**src/hw/sdram_config.svh**
```systemverilog
// Timing counts, mode register fields and queue sizing for the SDRAM controller.
// Include this in any file that needs a width, a wait length or the mode word.
// All counts are in controller clock cycles.
`ifndef SDRAM_CONFIG_SVH
`define SDRAM_CONFIG_SVH

// Pin widths
`define SDRAM_ADDR_W            12
`define SDRAM_BA_W              2

// Queue entries, equal to the number of host credits
`define SDRAM_CMD_FIFO_DEPTH    4

// Power-up and command spacing
`define SDRAM_INIT_WAIT         2500
`define SDRAM_TRP               2
`define SDRAM_TRFC              3
`define SDRAM_TMRD              2
`define SDRAM_REFRESH_INTERVAL  750
`define SDRAM_BURST_WAIT        8

// Mode register fields, together 12'h213
`define SDRAM_MODE_BURST_LEN    3'b011
`define SDRAM_MODE_BURST_TYPE   1'b0
`define SDRAM_MODE_CAS_LAT      3'b001
`define SDRAM_MODE_OP           2'b00
`define SDRAM_MODE_WRITE_BURST  1'b1

`endif

```
**src/hw/sdram_pkg.sv**
```systemverilog
// Shared types of the SDRAM controller: the pin command encoding,
// the two views of the address word and the queued request word.
// Import inside a module body, or use scoped names in port lists.
`include "sdram_config.svh"

package sdram_pkg;

    // {cs_n, ras_n, cas_n, we_n}, all active low
    typedef enum logic [3:0] {
        CMD_NOP       = 4'b0111,
        CMD_ACTIVE    = 4'b0011,
        CMD_READ      = 4'b0101,
        CMD_WRITE     = 4'b0100,
        CMD_PRECHARGE = 4'b0010,
        CMD_REFRESH   = 4'b0001,
        CMD_LOAD_MODE = 4'b0000
    } sdram_cmd_e;

    // Row/column address, or the mode register word during LOAD_MODE
    typedef union packed {
        logic [`SDRAM_ADDR_W-1:0] raw;
        struct packed {
            logic [1:0] reserved;
            logic       write_burst;    // 1 selects single-location writes
            logic [1:0] op_mode;
            logic [2:0] cas_lat;
            logic       burst_type;     // 0 is sequential
            logic [2:0] burst_len;      // 3'b011 gives eight words
        } mode;
    } sdram_addr_u;

    // One host request as it sits in the queue
    typedef struct packed {
        logic                     is_write;
        logic [`SDRAM_BA_W-1:0]   ba;
        logic [`SDRAM_ADDR_W-1:0] addr;
    } sdram_req_t;

endpackage

```
**src/hw/sdram_cmd_fifo.sv**
```systemverilog
// Command queue between the host front end and the SDRAM sequencer.
// Circular buffer with a combinational head; a pushed word shows at the head
// on the next cycle. Every pop returns one credit to the front end a cycle later.
// The host credits keep it from overflowing, so it has no full flag.
`include "sdram_config.svh"

module sdram_cmd_fifo (
    input  logic                  hclk,
    input  logic                  nrst,
    input  logic                  push_i,
    input  sdram_pkg::sdram_req_t push_data_i,
    input  logic                  pop_i,
    output logic                  not_empty_o,
    output sdram_pkg::sdram_req_t head_o,
    output logic                  credit_return_o
);
    import sdram_pkg::*;

    localparam int DEPTH = `SDRAM_CMD_FIFO_DEPTH;
    localparam int PTR_W = $clog2(DEPTH);

    sdram_req_t       mem_q [DEPTH];
    logic [PTR_W-1:0] wr_ptr_q;
    logic [PTR_W-1:0] rd_ptr_q;
    logic [PTR_W:0]   count_q;
    logic             credit_q;

    assign not_empty_o     = (count_q != '0);
    assign head_o          = mem_q[rd_ptr_q];
    assign credit_return_o = credit_q;

    always_ff @(posedge hclk)
    begin
        if (push_i)
            mem_q[wr_ptr_q] <= push_data_i;
    end

    always_ff @(posedge hclk or negedge nrst)
    begin
        if (!nrst)
        begin
            wr_ptr_q <= '0;
            rd_ptr_q <= '0;
            count_q  <= '0;
            credit_q <= 1'b0;
        end
        else
        begin
            credit_q <= pop_i;          // One credit per entry taken
            if (push_i)
                wr_ptr_q <= (wr_ptr_q == PTR_W'(DEPTH - 1)) ? '0 : wr_ptr_q + 1'b1;
            if (pop_i)
                rd_ptr_q <= (rd_ptr_q == PTR_W'(DEPTH - 1)) ? '0 : rd_ptr_q + 1'b1;
            if (push_i && !pop_i)
                count_q <= count_q + 1'b1;
            else if (pop_i && !push_i)
                count_q <= count_q - 1'b1;
        end
    end

endmodule

```
**src/hw/sdram_ctrl_top.sv**
```systemverilog
// Top level of the SDRAM command controller.
// Host requests pass through the front end into the command queue, and the
// sequencer drains the queue onto the SDRAM pins. Credits flow back from the
// queue to the front end, one per request taken by the sequencer.
`include "sdram_config.svh"

module sdram_ctrl_top (
    input  logic                     hclk,
    input  logic                     nrst,
    input  logic                     req_valid_i,
    input  logic                     req_write_i,
    input  logic [`SDRAM_BA_W-1:0]   req_ba_i,
    input  logic [`SDRAM_ADDR_W-1:0] req_addr_i,
    output logic                     req_ready_o,
    output logic                     mem_cke_o,
    output logic                     mem_cs_n_o,
    output logic                     mem_ras_n_o,
    output logic                     mem_cas_n_o,
    output logic                     mem_we_n_o,
    output logic [`SDRAM_BA_W-1:0]   mem_ba_o,
    output logic [`SDRAM_ADDR_W-1:0] mem_addr_o
);
    import sdram_pkg::*;

    logic       push;
    sdram_req_t push_data;
    logic       pop;
    logic       not_empty;
    sdram_req_t head;
    logic       credit_return;

    sdram_req_frontend u_frontend (
        .hclk            (hclk),
        .nrst            (nrst),
        .req_valid_i     (req_valid_i),
        .req_write_i     (req_write_i),
        .req_ba_i        (req_ba_i),
        .req_addr_i      (req_addr_i),
        .credit_return_i (credit_return),
        .req_ready_o     (req_ready_o),
        .push_o          (push),
        .push_data_o     (push_data)
    );

    sdram_cmd_fifo u_cmd_fifo (
        .hclk            (hclk),
        .nrst            (nrst),
        .push_i          (push),
        .push_data_i     (push_data),
        .pop_i           (pop),
        .not_empty_o     (not_empty),
        .head_o          (head),
        .credit_return_o (credit_return)
    );

    sdram_sequencer u_sequencer (
        .hclk        (hclk),
        .nrst        (nrst),
        .not_empty_i (not_empty),
        .head_i      (head),
        .pop_o       (pop),
        .mem_cke_o   (mem_cke_o),
        .mem_cs_n_o  (mem_cs_n_o),
        .mem_ras_n_o (mem_ras_n_o),
        .mem_cas_n_o (mem_cas_n_o),
        .mem_we_n_o  (mem_we_n_o),
        .mem_ba_o    (mem_ba_o),
        .mem_addr_o  (mem_addr_o)
    );

endmodule

```
**src/hw/sdram_req_frontend.sv**
```systemverilog
// Host request front end of the SDRAM controller.
// Accepts a request whenever a credit is held and pushes it into the command
// queue in the same cycle. Credits come back from the queue one per pop.
`include "sdram_config.svh"

module sdram_req_frontend (
    input  logic                     hclk,
    input  logic                     nrst,
    input  logic                     req_valid_i,
    input  logic                     req_write_i,
    input  logic [`SDRAM_BA_W-1:0]   req_ba_i,
    input  logic [`SDRAM_ADDR_W-1:0] req_addr_i,
    input  logic                     credit_return_i,
    output logic                     req_ready_o,
    output logic                     push_o,
    output sdram_pkg::sdram_req_t    push_data_o
);

    localparam int CREDIT_W = $clog2(`SDRAM_CMD_FIFO_DEPTH + 1);

    logic [CREDIT_W-1:0] credit_q;      // Free queue entries as seen by the host

    assign req_ready_o = (credit_q != '0);
    assign push_o      = req_valid_i && req_ready_o;     // Accept and push together

    assign push_data_o.is_write = req_write_i;
    assign push_data_o.ba       = req_ba_i;
    assign push_data_o.addr     = req_addr_i;

    // Accept and return in the same cycle cancel out
    always_ff @(posedge hclk or negedge nrst)
    begin
        if (!nrst)
            credit_q <= CREDIT_W'(`SDRAM_CMD_FIFO_DEPTH);
        else if (push_o && !credit_return_i)
            credit_q <= credit_q - 1'b1;
        else if (credit_return_i && !push_o)
            credit_q <= credit_q + 1'b1;
    end

endmodule

```
**src/hw/sdram_sequencer.sv**
```systemverilog
// SDRAM command sequencer.
// Runs the power-up sequence, schedules auto-refresh, and turns queued requests
// into ACTIVE / READ or WRITE / PRECHARGE. All pins come from registers, so a
// command decided in one cycle shows on the pins in the next.
// One down-counter times the wait of each phase; a second one schedules refresh.
`include "sdram_config.svh"

module sdram_sequencer (
    input  logic                     hclk,
    input  logic                     nrst,
    input  logic                     not_empty_i,
    input  sdram_pkg::sdram_req_t    head_i,
    output logic                     pop_o,
    output logic                     mem_cke_o,
    output logic                     mem_cs_n_o,
    output logic                     mem_ras_n_o,
    output logic                     mem_cas_n_o,
    output logic                     mem_we_n_o,
    output logic [`SDRAM_BA_W-1:0]   mem_ba_o,
    output logic [`SDRAM_ADDR_W-1:0] mem_addr_o
);
    import sdram_pkg::*;

    localparam int WAIT_W     = $clog2(`SDRAM_INIT_WAIT + 1);
    localparam int REF_W      = $clog2(`SDRAM_REFRESH_INTERVAL + 1);
    localparam int WRITE_WAIT = 2;      // WRITE to PRECHARGE spacing
    localparam int AP_BIT     = 10;     // A10, precharge-all / auto-precharge

    // Init states sit below S_IDLE
    localparam logic [3:0] S_INIT_WAIT = 4'd0;
    localparam logic [3:0] S_INIT_PRE  = 4'd1;
    localparam logic [3:0] S_INIT_REF1 = 4'd2;
    localparam logic [3:0] S_INIT_REF2 = 4'd3;
    localparam logic [3:0] S_LOAD_MODE = 4'd4;
    localparam logic [3:0] S_IDLE      = 4'd5;
    localparam logic [3:0] S_REFRESH   = 4'd6;
    localparam logic [3:0] S_ACTIVATE  = 4'd7;
    localparam logic [3:0] S_READ      = 4'd8;
    localparam logic [3:0] S_WRITE     = 4'd9;
    localparam logic [3:0] S_PRECHARGE = 4'd10;

    logic [3:0]        state_q;
    logic [3:0]        state_d;
    logic [WAIT_W-1:0] cnt_q;
    logic [WAIT_W-1:0] cnt_d;
    logic [REF_W-1:0]  ref_cnt_q;
    logic              ref_due;
    logic              cke_q;
    logic              cke_d;
    sdram_cmd_e        cmd_q;
    sdram_cmd_e        cmd_d;
    sdram_addr_u       addr_q;
    sdram_addr_u       addr_d;
    sdram_req_t        req_q;           // Request being served
    sdram_req_t        req_d;

    assign ref_due = (ref_cnt_q == '0);
    assign pop_o   = (state_q == S_IDLE) && not_empty_i && !ref_due;

    assign mem_cke_o  = cke_q;
    assign {mem_cs_n_o, mem_ras_n_o, mem_cas_n_o, mem_we_n_o} = cmd_q;
    assign mem_ba_o   = req_q.ba;
    assign mem_addr_o = addr_q.raw;

    always_comb
    begin
        state_d = state_q;
        cnt_d   = (cnt_q != '0) ? cnt_q - 1'b1 : '0;
        cke_d   = cke_q;
        cmd_d   = CMD_NOP;
        addr_d  = addr_q;
        req_d   = req_q;
        case (state_q)
            S_INIT_WAIT:
            begin
                if (cnt_q == WAIT_W'(1))
                    cke_d = 1'b1;       // Clock enabled for one NOP before PRECHARGE
                if (cnt_q == '0)
                begin
                    state_d                = S_INIT_PRE;
                    cnt_d                  = WAIT_W'(`SDRAM_TRP - 1);
                    cmd_d                  = CMD_PRECHARGE;
                    addr_d.raw             = '0;
                    addr_d.raw[AP_BIT]     = 1'b1;
                end
            end
            S_INIT_PRE, S_INIT_REF1:
            begin
                if (cnt_q == '0)
                begin
                    state_d = (state_q == S_INIT_PRE) ? S_INIT_REF1 : S_INIT_REF2;
                    cnt_d   = WAIT_W'(`SDRAM_TRFC - 1);
                    cmd_d   = CMD_REFRESH;
                end
            end
            S_INIT_REF2:
            begin
                if (cnt_q == '0)
                begin
                    state_d                 = S_LOAD_MODE;
                    cnt_d                   = WAIT_W'(`SDRAM_TMRD - 1);
                    cmd_d                   = CMD_LOAD_MODE;
                    addr_d.mode.reserved    = '0;
                    addr_d.mode.write_burst = `SDRAM_MODE_WRITE_BURST;
                    addr_d.mode.op_mode     = `SDRAM_MODE_OP;
                    addr_d.mode.cas_lat     = `SDRAM_MODE_CAS_LAT;
                    addr_d.mode.burst_type  = `SDRAM_MODE_BURST_TYPE;
                    addr_d.mode.burst_len   = `SDRAM_MODE_BURST_LEN;
                end
            end
            S_LOAD_MODE, S_PRECHARGE:
            begin
                if (cnt_q == '0)
                    state_d = S_IDLE;
            end
            S_IDLE:
            begin
                if (ref_due)            // Refresh wins over queued requests
                begin
                    state_d            = S_REFRESH;
                    cnt_d              = WAIT_W'(`SDRAM_TRFC + 1);
                    cmd_d              = CMD_PRECHARGE;
                    addr_d.raw         = '0;
                    addr_d.raw[AP_BIT] = 1'b1;
                end
                else if (pop_o)
                begin
                    state_d    = S_ACTIVATE;
                    cmd_d      = CMD_ACTIVE;
                    req_d      = head_i;
                    addr_d.raw = head_i.addr;   // Row address
                end
            end
            S_REFRESH:
            begin
                if (cnt_q == '0)
                    state_d = S_IDLE;
                else if (cnt_q == WAIT_W'(`SDRAM_TRFC + 1))
                    cmd_d = CMD_REFRESH;        // One cycle after the PRECHARGE
            end
            S_ACTIVATE:
            begin
                addr_d.raw         = req_q.addr;
                addr_d.raw[AP_BIT] = 1'b0;      // No auto-precharge, closed explicitly
                if (req_q.is_write)
                begin
                    state_d = S_WRITE;
                    cnt_d   = WAIT_W'(WRITE_WAIT - 1);
                    cmd_d   = CMD_WRITE;
                end
                else
                begin
                    state_d = S_READ;
                    cnt_d   = WAIT_W'(`SDRAM_BURST_WAIT - 1);
                    cmd_d   = CMD_READ;
                end
            end
            S_READ, S_WRITE:
            begin
                if (cnt_q == '0)
                begin
                    state_d = S_PRECHARGE;      // Bank from req_q, A10 still low
                    cnt_d   = WAIT_W'(`SDRAM_TRP - 1);
                    cmd_d   = CMD_PRECHARGE;
                end
            end
            default:
            begin
                state_d = S_INIT_WAIT;
                cnt_d   = WAIT_W'(`SDRAM_INIT_WAIT);
                cke_d   = 1'b0;
            end
        endcase
    end

    always_ff @(posedge hclk or negedge nrst)
    begin
        if (!nrst)
        begin
            state_q <= S_INIT_WAIT;
            cnt_q   <= WAIT_W'(`SDRAM_INIT_WAIT);
            cke_q   <= 1'b0;
            cmd_q   <= CMD_NOP;
        end
        else
        begin
            state_q <= state_d;
            cnt_q   <= cnt_d;
            cke_q   <= cke_d;
            cmd_q   <= cmd_d;
        end
    end

    always_ff @(posedge hclk)
    begin
        addr_q <= addr_d;
        req_q  <= req_d;
    end

    // Interval restarts at the end of init and of every refresh
    always_ff @(posedge hclk or negedge nrst)
    begin
        if (!nrst)
            ref_cnt_q <= REF_W'(`SDRAM_REFRESH_INTERVAL);
        else if (state_q < S_IDLE || state_q == S_REFRESH)
            ref_cnt_q <= REF_W'(`SDRAM_REFRESH_INTERVAL);
        else if (!ref_due)
            ref_cnt_q <= ref_cnt_q - 1'b1;
    end

endmodule

```
**config.mk**
```make
export PLATFORM = sky130hd
export DESIGN_NAME = sdram_ctrl_top
export DESIGN_NICKNAME = d
export VERILOG_FILES = /design/src/hw/sdram_pkg.sv /design/src/hw/sdram_cmd_fifo.sv /design/src/hw/sdram_ctrl_top.sv /design/src/hw/sdram_req_frontend.sv /design/src/hw/sdram_sequencer.sv
export VERILOG_INCLUDE_DIRS = /design/src /design/src/hw
export SDC_FILE = /design/constraint.sdc
export NUM_CORES = 1
export LEC_CHECK = 0
export CAP_MARGIN = 20
export CORE_ASPECT_RATIO = 0.9
export CORE_UTILIZATION = 49
export CTS_CLUSTER_DIAMETER = 60
export DETAILED_ROUTE_END_ITERATION = 12
export DONT_BUFFER_PORTS = 1
export GPL_TIMING_DRIVEN = 1
export HOLD_SLACK_MARGIN = 0.03
export REMOVE_ABC_BUFFERS = 1
export SLEW_MARGIN = 10
export SYNTH_ARGS = -nofsm -noshare
export SYNTH_HDL_FRONTEND = slang
export SYNTH_SLANG_ARGS = --single-unit
```
**constraint.sdc**
```tcl
create_clock -name hclk -period 8.77 [get_ports hclk]
set_input_delay 0.4385 -clock hclk [delete_from_list [all_inputs] [get_ports hclk]]
set_output_delay 0.4385 -clock hclk [all_outputs]
set_load 0.005 [all_outputs]
```
**After elaboration in Yosys (flattened, before gate mapping)**

Memories as Yosys holds them, arrays and structs flattened.
Cells that the tools add are included.

- Register bits: 69
- Memory bits (writable): 60
- Word-level logic and storage cells: 121
- Input bits: 18
- Memories: 1
- Output and inout bits: 20

- Mux-type cells: 42
- $add $sub $neg: 8
- Reduce and logical (&&, ||, !) cells: 31
- Equality and inequality tests: 22
- Bitwise operators: 2
- $lt $le $gt $ge: 1

Memories:

| name | words | bits a word | read ports | clocked after Yosys merged registers in | write ports | line | text |
|---|---|---|---|---|---|---|---|
| u_cmd_fifo.mem_q | 4 | 15 | 1 | 0 | 1 | sdram_cmd_fifo.sv:22 | `sdram_req_t mem_q [DEPTH];` |

Operators by type and width:

| operator | count |
|---|---|
| two-way mux 12 bit | 8 |
| case mux 12 bit (5 select lines) | 1 |
| case mux 12 bit (4 select lines) | 1 |
| two-way mux 4 bit | 9 |
| two-way mux 3 bit | 10 |
| case mux 4 bit (7 select lines) | 1 |
| case mux 4 bit (6 select lines) | 1 |
| two-way mux 10 bit | 2 |
| == test 4 x 3 -> 1 bit, second input constant | 4 |
| == test 12 x 1 -> 1 bit, second input constant | 1 |
| == test 12 x 3 -> 1 bit, second input constant | 1 |
| == test 4 bit, second input constant | 3 |
| logical NOT 12 bit | 1 |
| != test 2 x 1 -> 1 bit, second input constant | 6 |
| nonzero test 12 bit | 1 |
| subtractor 12 x 1 -> 12 bit, second input constant | 1 |
| logical NOT 10 bit | 1 |
| OR reduction 10 bit | 1 |
| subtractor 10 x 1 -> 10 bit, second input constant | 1 |
| == test 4 x 2 -> 1 bit, second input constant | 2 |
| logical AND 1 bit | 7 |
| adder 3 x 1 -> 3 bit, second input constant | 2 |
| two-way mux 1 bit | 6 |
| AND reduction 6 bit | 1 |
| other kinds (22) | 34 |

**Logic depth before layout (Yosys ltp)**

Gate-level depths: netlist of the first run.

- Depth after elaboration: 6
- Depth in mapped cells: 15
- Depth with buffers taken out: 13

**Cells and area by module**

Synthesis of the first run repeated with hierarchy kept, for this count alone.

- Cell total of the unflattened synthesis: 400
- Area total of the unflattened synthesis: 5654.2 um^2

By module, submodules not included:

| module | sequential area each (um^2) | times used | area each (um^2) | cells each |
|---|---|---|---|---|
| sdram_sequencer | 1550.2 | 1 | 2720.1 | 253 |
| sdram_cmd_fifo | 2001.9 | 1 | 2637.5 | 116 |
| sdram_req_frontend | 76.3 | 1 | 296.5 | 31 |

**Least setup slack after synthesis of the first run**

No wires, ideal clock.

- Kind: register to register
- Start: register u_sequencer.ref_cnt_q[3]
- End: register u_sequencer.addr_q, in the netlist u_sequencer.mem_addr_o[0] (enable)
- Arrival time: 2574 ps
- Stages on the path, launching flop included: 7
- Slack: 5794 ps
- Clock period less this slack: 2976 ps
- Setup time: 402 ps
- Path through: dfstp_2 or4_4 and4bb_1 buf_6 nor2b_2 buf_6 a221oi_1

- Cells in the longest elaborated chain, start to end: 5

RTL lines:

| element | line | text |
|---|---|---|
| from (decl) | sdram_sequencer.sv:46 | `logic [REF_W-1:0] ref_cnt_q;` |
| from (signal assigned) | sdram_sequencer.sv:204 | `` ref_cnt_q <= REF_W'(`SDRAM_REFRESH_INTERVAL); `` |
| from (signal assigned) | sdram_sequencer.sv:206 | `` ref_cnt_q <= REF_W'(`SDRAM_REFRESH_INTERVAL); `` |
| from (signal assigned) | sdram_sequencer.sv:208 | `ref_cnt_q <= ref_cnt_q - 1'b1;` |
| logical NOT 10 bit (*) | sdram_sequencer.sv:57 | `assign ref_due = (ref_cnt_q == '0);` |
| logical NOT 1 bit | sdram_sequencer.sv:58 | `assign pop_o = (state_q == S_IDLE) && not_empty_i && !ref_due;` |
| logical AND 1 bit | sdram_sequencer.sv:58 |  |
| != test 3 x 2 -> 1 bit (no line) (*) | n/a |  |
| AND reduction 4 bit (no line) (*) | n/a |  |
| to (signal assigned) | sdram_sequencer.sv:196 | `addr_q <= addr_d;` |
| to (decl) | sdram_sequencer.sv:52 | `sdram_addr_u addr_q;` |

Every way passes the cells marked *; elsewhere a longest branch is shown, timed or not.
A chain may end at the register's enable or synchronous reset.

**Worst setup path after layout of the first run**

- Start: register u_sequencer.ref_cnt_q[1]
- End: register u_cmd_fifo.count_q[1]

- Cells in the longest elaborated chain, start to end: 6
- Elaborated cells between the ends (all ways): 8
- Classes of those cells: mux: 1; reduce/logical: 7

RTL lines:

| element | line | text |
|---|---|---|
| logical NOT 10 bit (*) | sdram_sequencer.sv:57 |  |
| logical NOT 1 bit (*) | sdram_sequencer.sv:58 |  |
| logical AND 1 bit (*) | sdram_sequencer.sv:58 |  |
| via pop | sdram_ctrl_top.sv:27 | `logic pop;` |
| logical NOT 1 bit | sdram_cmd_fifo.sv:54 | `if (push_i && !pop_i)` |
| logical AND 1 bit | sdram_cmd_fifo.sv:54 |  |
| two-way mux 3 bit / nonzero test 2 bit (equally long branches) | n/a |  |
| to (signal assigned) | sdram_cmd_fifo.sv:55 | `count_q <= count_q + 1'b1;` |
| to (signal assigned) | sdram_cmd_fifo.sv:57 | `count_q <= count_q - 1'b1;` |
| to (decl) | sdram_cmd_fifo.sv:25 | `logic [PTR_W:0] count_q;` |

The timed path passes the listed nets; every way through them passes the cells marked *.

==> results.json, run 1 <==
{
  "status": "finished, final reports clean",
  "synth_top_area_share_pct": 46.8,
  "drc": 0,
  "wl_per_cell_microns": 17.3,
  "synth-main-ff-cell": "edfxtp_1",
  "setup.worst_path.start_class": "flip-flop",
  "powerDensity_nw_per_um2": 307,
  "dieArea_sq_um": 11700,
  "core_area_sq_um": 10900,
  "track_usage_pct": 18.3,
  "fmax_ghz": 0.302,
  "insertion_delay_ns": 0.41,
  "synth_edf_count": 86,
  "worst_pin_slew_ns": 0.796,
  "synthDistinctLibCells": 58,
  "worst_ep_arrival_time_ns": 3.60,
  "cp-end-kind": "flip-flop",
  "yosysMostFrequentCell": "edfxtp_1",
  "grt_max_degree": 42,
  "antenna_found_initial": 0,
  "setup_viol": 0,
  "async_flop_share_pct": 32.3,
  "setup-tns-final_ns": 0,
  "worstPathMaxFanout": 19,
  "gp_congestion": 0.796,
  "ys_top_cells_by_count": "edfxtp_1, nor2_1, o21ai_0",
  "initial_utilization_pct": 50.7,
  "synth_compound_area_share_pct": 6.82,
  "post-place-cells": 523,
  "hp-class": "in -> reg",
  "synth_xor_area_share_pct": 3.01,
  "finalCritPeriodShare_pct": 37.7,
  "cp.required_ns": 9.06,
  "cap_violations": 0,
  "rsz0062_at_grt": "false",
  "yosys_warnings": 0,
  "drtAntennaViolNets": 0,
  "root_buffer": "clkbuf_16",
  "fp.dieH_microns": 103,
  "cts_max_level": 4,
  "ys_seq_area_share_pct": 65.7,
  "ir_worst_vdd_mv": 0.156,
  "cts_made_buffers": 17,
  "synth_top_family_by_area": "simple AND/OR/NAND/NOR gates",
  "fin_util_pct": 57.2,
  "grt_overflow": 0,
  "insertedDiodeCount": 0,
  "grt_pass1_wl_mm": 15.7,
  "ioPinCount": 38,
  "synth_adder_area_share_pct": 3.22,
  "muxShareOfSynthArea_pct": 7.25,
  "clkTransAtPathRegs_ns": 0.06,
  "cts_num_sinks": 127,
  "drt_first_pass_iters": 6,
  "hold_violations": 0,
  "total_power_uw": 1920,
  "p_leak_uw": 0.00220,
  "dp_hpwl_mm": 6.27,
  "nets": 425,
  "fp-row-count": 36,
  "yosys.area.top_type": "edfxtp_1",
  "ys_top_cells_by_area": "edfxtp_1, dfrtp_1, dfstp_2",
  "yosys_register_bits": 127,
  "synth-simple-area-share_pct": 11.1,
  "finClkSkew_ns": 0.0125,
  "drt-initial-drc-count": 277,
  "via_per_inst": 5.50,
  "drv_slew": 0,
  "syn_area_sq_um": 5520,
  "clock_path_buffers": 2,
  "avgSynthCellArea_sq_um": 14.1,
  "worstSetupPathType": "reg -> reg",
  "die_x_microns": 114,
  "syn_to_final_growth_pct": 13.0,
  "cts_tree": "done",
  "layout-drive-gt1-share_pct": 18.7,
  "synthCells": 391,
  "vias": 3074,
  "fin_crit_ns": 3.31,
  "routed_wl_mm": 9.69,
  "port_buffers": 0,
  "grt_pass1_vias": 2952,
  "fin_cells": 559,
  "max-slew-margin-rel_pct": 47.0
}
==> where the power goes <==
part,switching [uW],leakage (uW),total [uW],internal (uW)
Sequential,89.0,0.00126,873,784
Combinational,204,0.000668,383,179
Clock,268,0.000267,660,393
Total,560,0.00220,1920,1360
==> worst max-delay path: stages, from the launching register on <==
cell      delay, ns
dfstp_2        0.52
inv_1          0.04
ha_1           0.19
nor2b_1        0.15
and4bb_1       0.33
nor2b_2        0.66
and2b_4        0.31
inv_1          0.06
ha_1           0.20
inv_1          0.07
fa_1           0.40
mux2_2         0.27
==> registers in the layout (all words and copies together) (netlist names) <==
name,flops
u_cmd_fifo.mem_q,60
u_sequencer.cnt_q,12
u_sequencer.mem_addr_o,12
u_sequencer.req_q,12
u_sequencer.ref_cnt_q,10
u_sequencer.state_q,4
u_cmd_fifo.count_q,3
u_frontend.credit_q,3
u_sequencer.cmd_q,3
u_cmd_fifo.rd_ptr_q,2
u_cmd_fifo.wr_ptr_q,2
u_sequencer.mem_ba_o,2
u_cmd_fifo.credit_return_o,1
u_sequencer.mem_cke_o,1
==> area by class of cell <==
type,instances,area [sq um]
fill,883,4660
multi-input combinational,230,1740
sequential,127,3630
clock inverter,15,138
timing repair buffer,5,72.6
tap,152,190
clock buffer,17,425
inverter,13,48.8
==> final timing paths <==
check                                               from  slack, ns                      end  depth (start not counted)
worst max-delay path            u_sequencer.ref_cnt_q[1]       5.46    u_cmd_fifo.count_q[1]                         11
worst min-delay path                         req_ba_i[1]       0.12  u_cmd_fifo.mem_q[2][13]                          0
worst max register to register  u_sequencer.ref_cnt_q[1]       5.46    u_cmd_fifo.count_q[1]                         11
worst min register to register     u_cmd_fifo.count_q[2]       0.47    u_cmd_fifo.count_q[2]                          1
max in group asynchronous                           nrst       7.99     u_sequencer.cmd_q[0]                          2
min in group asynchronous                           nrst       0.49    u_sequencer.mem_cke_o                          2
==> cells in the final DEF, fill, tap and decap left out, types with 4 or more instances in the layout <==
cell       count
clkinv_4       4
nand2_1       25
a22o_1         7
ha_1          11
nor4_1         5
nor2_1        30
nand2b_1       4
nor2b_1        4
xor2_1         8
nor3b_1        6
xnor2_1       11
o21ai_0       26
dfstp_2       16
clkbuf_16     17
dfrtp_1       25
or4_1          4
inv_1         13
or3_1          5
mux4_2        15
and3_1         4
edfxtp_1      86
nor3_1         7
a21oi_1       14
nand3_1        7
==> routing by layer <==
layer  track usage, %  part of all wire [%]  routed length [microns]  vias up
li1                 -                     -                        -     1457
met1             27.5                    50                     4870     1533
met5                0                     0                        0        -
met4             6.89                   1.0                       99        0
met3             5.53                   5.0                      489        9
met2             25.0                    44                     4230       75
==> cell families after synthesis <==
| kind of cell | after synthesis |
|---|---|
| multiplexers | 20 |
| AO/OA/AOI/OAI | 62 |
| AND/OR/NAND/NOR | 115 |
| other | 1 |
| adder cells (fa/ha/maj) | 13 |
| XOR/XNOR | 19 |
| flip-flops | 127 |
| buffers and inverters | 34 |
==> timing repair <==
action | CTS | global route
gates resized for setup | 0 | 0
setup buffers | 0 | 0
hold endpoints to repair | 41 | 0
hold buffers | 2 | 0
==> through the flow <==
stage | setup slack (ns) | hold WS (ns) | instance area [sq um]
floorplan | 5.73 | 0.143 | 5410
global placement | 5.55 | 0.144 | 5610
detailed placement | 5.46 | 0.144 | 5610
CTS | 5.45 | 0.107 | 6200
global route | 5.28 | 0.0971 | 6240
finish | 5.46 | 0.118 | 6240
Note: power is estimated with default switching activity, not from simulation.
==> run 2: changes to the inputs <==
Settings changed: PLACE_DENSITY from default to 0.66.
Clock period 8.77 ns to 3 ns, I/O delays scaled along.
==> run 2 against run 1 <==
Register-to-register slack lost 5.1 ns. Final cell count grew 4.3%. Non-clock buffer count grew 25. Worst hold slack gained 0.056 ns. Flip-flop and latch count is the same. Largest power group unchanged. Design area grew 3.5%. Global-route usage shrank 0.086 points. First-iteration DRC count grew 10%. Utilization grew 2.0 points. Combinational power grew to 3.1 times the previous value.
==> results.json, run 2 (synthesized netlist as in run 1, its figures left out) <==
{
  "status": "finished, final reports clean",
  "finalCritPeriodShare_pct": 89.4,
  "dp_hpwl_mm": 6.33,
  "cts_made_buffers": 17,
  "fin_ws_ns": 0.317,
  "track_usage_pct": 18.2,
  "insertedDiodeCount": 0,
  "syn_to_final_growth_pct": 16.9,
  "grt_max_degree": 42,
  "p_leak_uw": 0.00231,
  "fin_cells": 583,
  "critPathTopFamily": "simple AND/OR/NAND/NOR gates",
  "worstSetupPathType": "reg -> reg",
  "initial_utilization_pct": 50.7,
  "dieArea_sq_um": 11700,
  "layout-drive-gt1-share_pct": 18.8,
  "drtAntennaViolNets": 0,
  "finClkSkew_ns": 0.00935,
  "port_buffers": 0,
  "cp_slowest_cell": "or4_4",
  "wl_per_cell_microns": 16.9,
  "worst_pin_slew_ns": 0.834,
  "fp.dieH_microns": 103,
  "worst-path-buf-inv": 2,
  "grt_overflow": 0,
  "multi_input_area_sq_um": 1740,
  "die_x_microns": 114,
  "total_power_uw": 5700,
  "worst_ep_arrival_time_ns": 3.02,
  "power_frac_clock_pct": 35.0,
  "gp_congestion": 0.833,
  "root_buffer": "clkbuf_16",
  "largest_register_ffs": 60,
  "clkTransAtPathRegs_ns": 0.05,
  "cp-end-kind": "flip-flop",
  "powerDensity_nw_per_um2": 883,
  "holdWs_ns": 0.174,
  "drt_first_pass_iters": 6,
  "vias": 3192,
  "drv_slew": 0,
  "regArea_sq_um": 3630,
  "drc": 0,
  "grt_pass1_vias": 3050,
  "internal_power_uw": 4150,
  "cts_num_sinks": 127,
  "p_sw_uw": 1550,
  "ioPinCount": 38,
  "swShare_pct": 27.2,
  "grt_pass1_wl_mm": 15.7,
  "hp-class": "in -> reg",
  "ir_worst_vdd_mv": 0.501,
  "fp-row-count": 36,
  "setup_viol": 0,
  "cp.required_ns": 3.33,
  "max_stage_delay_ns": 0.56,
  "pwr-share-comb_pct": 21.1,
  "routed_wl_mm": 9.86,
  "cap_violations": 0,
  "setup-tns-final_ns": 0,
  "antenna_found_initial": 0,
  "max-slew-margin-rel_pct": 44.4,
  "fmax_ghz": 0.373,
  "rsz0062_at_grt": "false",
  "regMostFlops": "u_cmd_fifo.mem_q",
  "nFillCells": 847,
  "seq_power_share_pct": 44.0,
  "post-place-ws_ns": 0.321,
  "nets": 450,
  "core_area_sq_um": 10900,
  "final_cell_mix": "edfxtp_1, nor2_1, o21ai_0, nand2_1, dfrtp_1",
  "hold_violations": 0,
  "cts_tree": "done",
  "clock_path_buffers": 2,
  "crit_chain": "or4_4 -> and4bb_1 -> nor2b_2 -> and2b_4 -> inv_1 -> ha_1 -> inv_1 -> fa_1 -> xor2_1 -> nor2_1 -> xor2_1",
  "cts_max_level": 4,
  "fin_crit_ns": 2.68,
  "setup.worst_path.start_class": "flip-flop",
  "worstPathMaxFanout": 7,
  "post-place-cells": 535,
  "mostFrequentLayoutCell": "edfxtp_1",
  "drt-initial-drc-count": 305,
  "via_per_inst": 5.48,
  "insertion_delay_ns": 0.41
}
[run 2: area by class of cell]
class | count | share of cell area [%]
flip-flops and latches | 127 | 56.2
multi-input cells | 230 | 26.9
well taps | 152 | 2.95
inverters | 13 | 0.756
clock buffers | 23 | 7.09
clock inverters | 8 | 1.80
repair buffers | 30 | 4.30
[run 2: worst paths after layout]
check	from	end	slack, ns	cells after the start
max	u_sequencer.ref_cnt_q[3]	u_cmd_fifo.count_q[2]	0.32	11
min	req_valid_i	u_cmd_fifo.wr_ptr_q[0]	0.17	3
max reg2reg	u_sequencer.ref_cnt_q[3]	u_cmd_fifo.count_q[2]	0.32	11
min reg2reg	u_cmd_fifo.count_q[2]	u_cmd_fifo.count_q[2]	0.47	1
max in group asynchronous	nrst	u_frontend.credit_q[2]	2.49	2
min in group asynchronous	nrst	u_sequencer.state_q[0]	0.25	2
[run 2: power by group through the flow]
stage | clock (uW) | sequential, uW | combinational (uW)
after floorplan | 0 | 2530 | 818
after global placement | 0 | 2510 | 1130
after detailed placement | 0 | 2530 | 1160
after CTS | 2030 | 2500 | 1200
after global routing | 2100 | 2540 | 1340
final | 1990 | 2510 | 1200
[run 2: worst register-to-register path, delay by kind of cell (launching register included)]
kind	cells	cell delay [ns]
flops	1	0.39
simple gates	5	1.24
fa+ha+maj	2	0.54
xor+xnor	2	0.32
buf+inv	2	0.12
[run 2: per-stage QoR]
step                      util, %  area [sq um]
after global routing         59.2          6450
after CTS                    59.2          6450
final                        59.2          6450
after detailed placement     52.3          5700
after floorplan                 -          5410
after global placement       52.3          5700
[run 2: timing repair]
action,CTS,global route
resized for setup,0,0
hold endpoints to repair,101,0
endpoints found under the setup margin,0,0
setup buffers,0,0
hold buffers,17,0
[run 2: layer usage]
metal	GRT usage (%)	wire length, microns	vias up
met1	25.3	4760	1585
met3	5.58	465	16
met2	26.5	4490	84
met4	8.29	149	0
li1	-	-	1507
met5	0	0	-
==> run 3: changes to the inputs <==
Settings changed: BUFFER_PORTS_ARGS from default to -buffer_cell sky130_fd_sc_hd__buf_2, DONT_BUFFER_PORTS 1 to default, PLACE_DENSITY 0.66 to 0.69.
==> run 3 against run 2 <==
Register-to-register slack hardly changed. Via count up 3.1%. Die area unchanged. Flip-flop and latch count unchanged. Combinational power is essentially flat. First-iteration DRC count is 15% higher. Count of clock-buffer cells in the layout shrank 6. Non-clock buffer count increased by 34. Routed wire length is essentially flat. Total power down 0.60%. Clock skew grew 0.0018 ns. Global-route usage up 0.43 points. Largest cell class unchanged. Highest routed layer unchanged.
==> results.json, run 3 (synthesized netlist as in run 1, its figures left out) <==
{
  "status": "finished, final reports clean",
  "via_per_inst": 5.32,
  "hold_violations": 0,
  "worst_ep_arrival_time_ns": 3.03,
  "finClkSkew_ns": 0.0112,
  "max_stage_delay_ns": 0.57,
  "cts_max_level": 4,
  "die_x_microns": 114,
  "clock_path_buffers": 2,
  "dieArea_sq_um": 11700,
  "track_usage_pct": 18.6,
  "drv_slew": 0,
  "r2r_end": "u_cmd_fifo.count_q[2]",
  "fin_crit_ns": 2.69,
  "root_buffer": "clkbuf_16",
  "cp.required_ns": 3.35,
  "cp-end-kind": "flip-flop",
  "powerDensity_nw_per_um2": 857,
  "largest_register_ffs": 60,
  "grt_max_degree": 42,
  "setup.worst_path.start_class": "flip-flop",
  "worst_pin_slew_ns": 0.920,
  "worstPathMaxFanout": 7,
  "gp_congestion": 0.812,
  "drtAntennaViolNets": 0,
  "ff2ff_path_depth": 11,
  "drc": 0,
  "fin_ws_ns": 0.315,
  "routed_wl_mm": 9.86,
  "worst-path-buf-inv": 2,
  "fin_util_pct": 60.6,
  "path_depth": 11,
  "cts_num_sinks": 127,
  "ioPinCount": 38,
  "antenna_found_initial": 0,
  "startpoint": "u_sequencer.ref_cnt_q[3]",
  "wl_per_cell_microns": 16.0,
  "p_leak_uw": 0.00244,
  "post_cts.repair.setup_buffers": 0,
  "ir_worst_vdd_mv": 0.463,
  "core_area_sq_um": 10900,
  "drt_first_pass_iters": 4,
  "worstSetupPathType": "reg -> reg",
  "cp_slowest_cell": "or4_4",
  "crit_chain": "or4_4 -> and4bb_1 -> nor2b_2 -> and2b_4 -> inv_1 -> ha_1 -> inv_1 -> fa_1 -> xor2_1 -> nor2_1 -> xor2_1",
  "rrSetupSlack_ns": 0.31,
  "regMostFlops": "u_cmd_fifo.mem_q",
  "insertedDiodeCount": 0,
  "initial_utilization_pct": 50.7,
  "nets": 484,
  "grt_pass1_vias": 3193,
  "grt_overflow": 0,
  "grt_pass1_wl_mm": 16.1,
  "holdBufCountCts": 16,
  "r2r_start": "u_sequencer.ref_cnt_q[3]",
  "insertion_delay_ns": 0.42,
  "mostFrequentLayoutCell": "edfxtp_1",
  "syn_to_final_growth_pct": 19.7,
  "clkTransAtPathRegs_ns": 0.06,
  "fmax_ghz": 0.372,
  "port_buffers": 36,
  "post-place-ws_ns": 0.295,
  "vias": 3290,
  "critPathTopFamily": "simple AND/OR/NAND/NOR gates",
  "fp-row-count": 36,
  "cts_made_buffers": 17,
  "drt-initial-drc-count": 352,
  "post_cts_resize_count": 0,
  "layout-drive-gt1-share_pct": 26.0,
  "crit_end": "u_cmd_fifo.count_q[2]",
  "setup_viol": 0,
  "fp.dieH_microns": 103,
  "final_cell_mix": "edfxtp_1, buf_2, nor2_1, o21ai_0",
  "finalCritPeriodShare_pct": 89.5,
  "cap_violations": 0,
  "dp_hpwl_mm": 6.16,
  "rsz0062_at_grt": "false",
  "cts_tree": "done",
  "max-slew-margin-rel_pct": 38.7,
  "hp-class": "in -> reg"
}
-- run 3: worst min-delay path, delay by kind of cell --
kind / cells / cell delay (ns)
buffers and inverters: 1 / 0.12
AO/OA/AOI/OAI: 1 / 0.07
AND/OR/NAND/NOR: 2 / 0.35
-- run 3: worst min-delay path by stage --
stage / end / cells after the start / start
2_1_floorplan: u_cmd_fifo.count_q[0] / 0 / nrst
3_3_place_gp: u_sequencer.cnt_q[4] / 1 / nrst
3_5_place_dp: u_sequencer.cnt_q[5] / 1 / nrst
4_1_cts: u_cmd_fifo.wr_ptr_q[0] / 4 / req_valid_i
5_1_grt: u_cmd_fifo.wr_ptr_q[0] / 3 / req_valid_i
6_report: u_cmd_fifo.wr_ptr_q[0] / 4 / req_valid_i
-- run 3: through the flow --
step	std cells	instance area (sq um)	hold slack (ns)	power [uW]	setup TNS (ns)
final	618	6610	0.332	5670	0
after floorplan	370	5410	-0.146	3350	-0.478
after global routing	618	6610	0.407	5990	0
after CTS	618	6610	0.317	5710	0
after global placement	570	5870	0.317	3660	0
after detailed placement	570	5870	0.338	3710	0
-- run 3: metal layers --
metal  vias to the layer above  track usage [%]  wire length [microns]
li1                       1580                -                      -
met1                      1617             25.6                   4790
met2                        82             28.0                   4570
met3                        11             5.23                    382
met4                         0             8.29                    114
met5                         -                0                      0
-- run 3: power breakdown --
part           leakage, uW  internal [uW]  switching, uW
sequential         0.00126           2290            233
clock             0.000277           1160            811
combinational     0.000895            548            619
total              0.00244           4000           1660
-- run 3: area by class of cell --
class | count | area [sq um]
clock buffer | 17 | 425
clock inverter | 15 | 150
fill | 820 | 4290
inverter | 13 | 48.8
multi-input combinational | 230 | 1740
sequential | 127 | 3630
tap | 152 | 190
timing repair buffer | 64 | 430
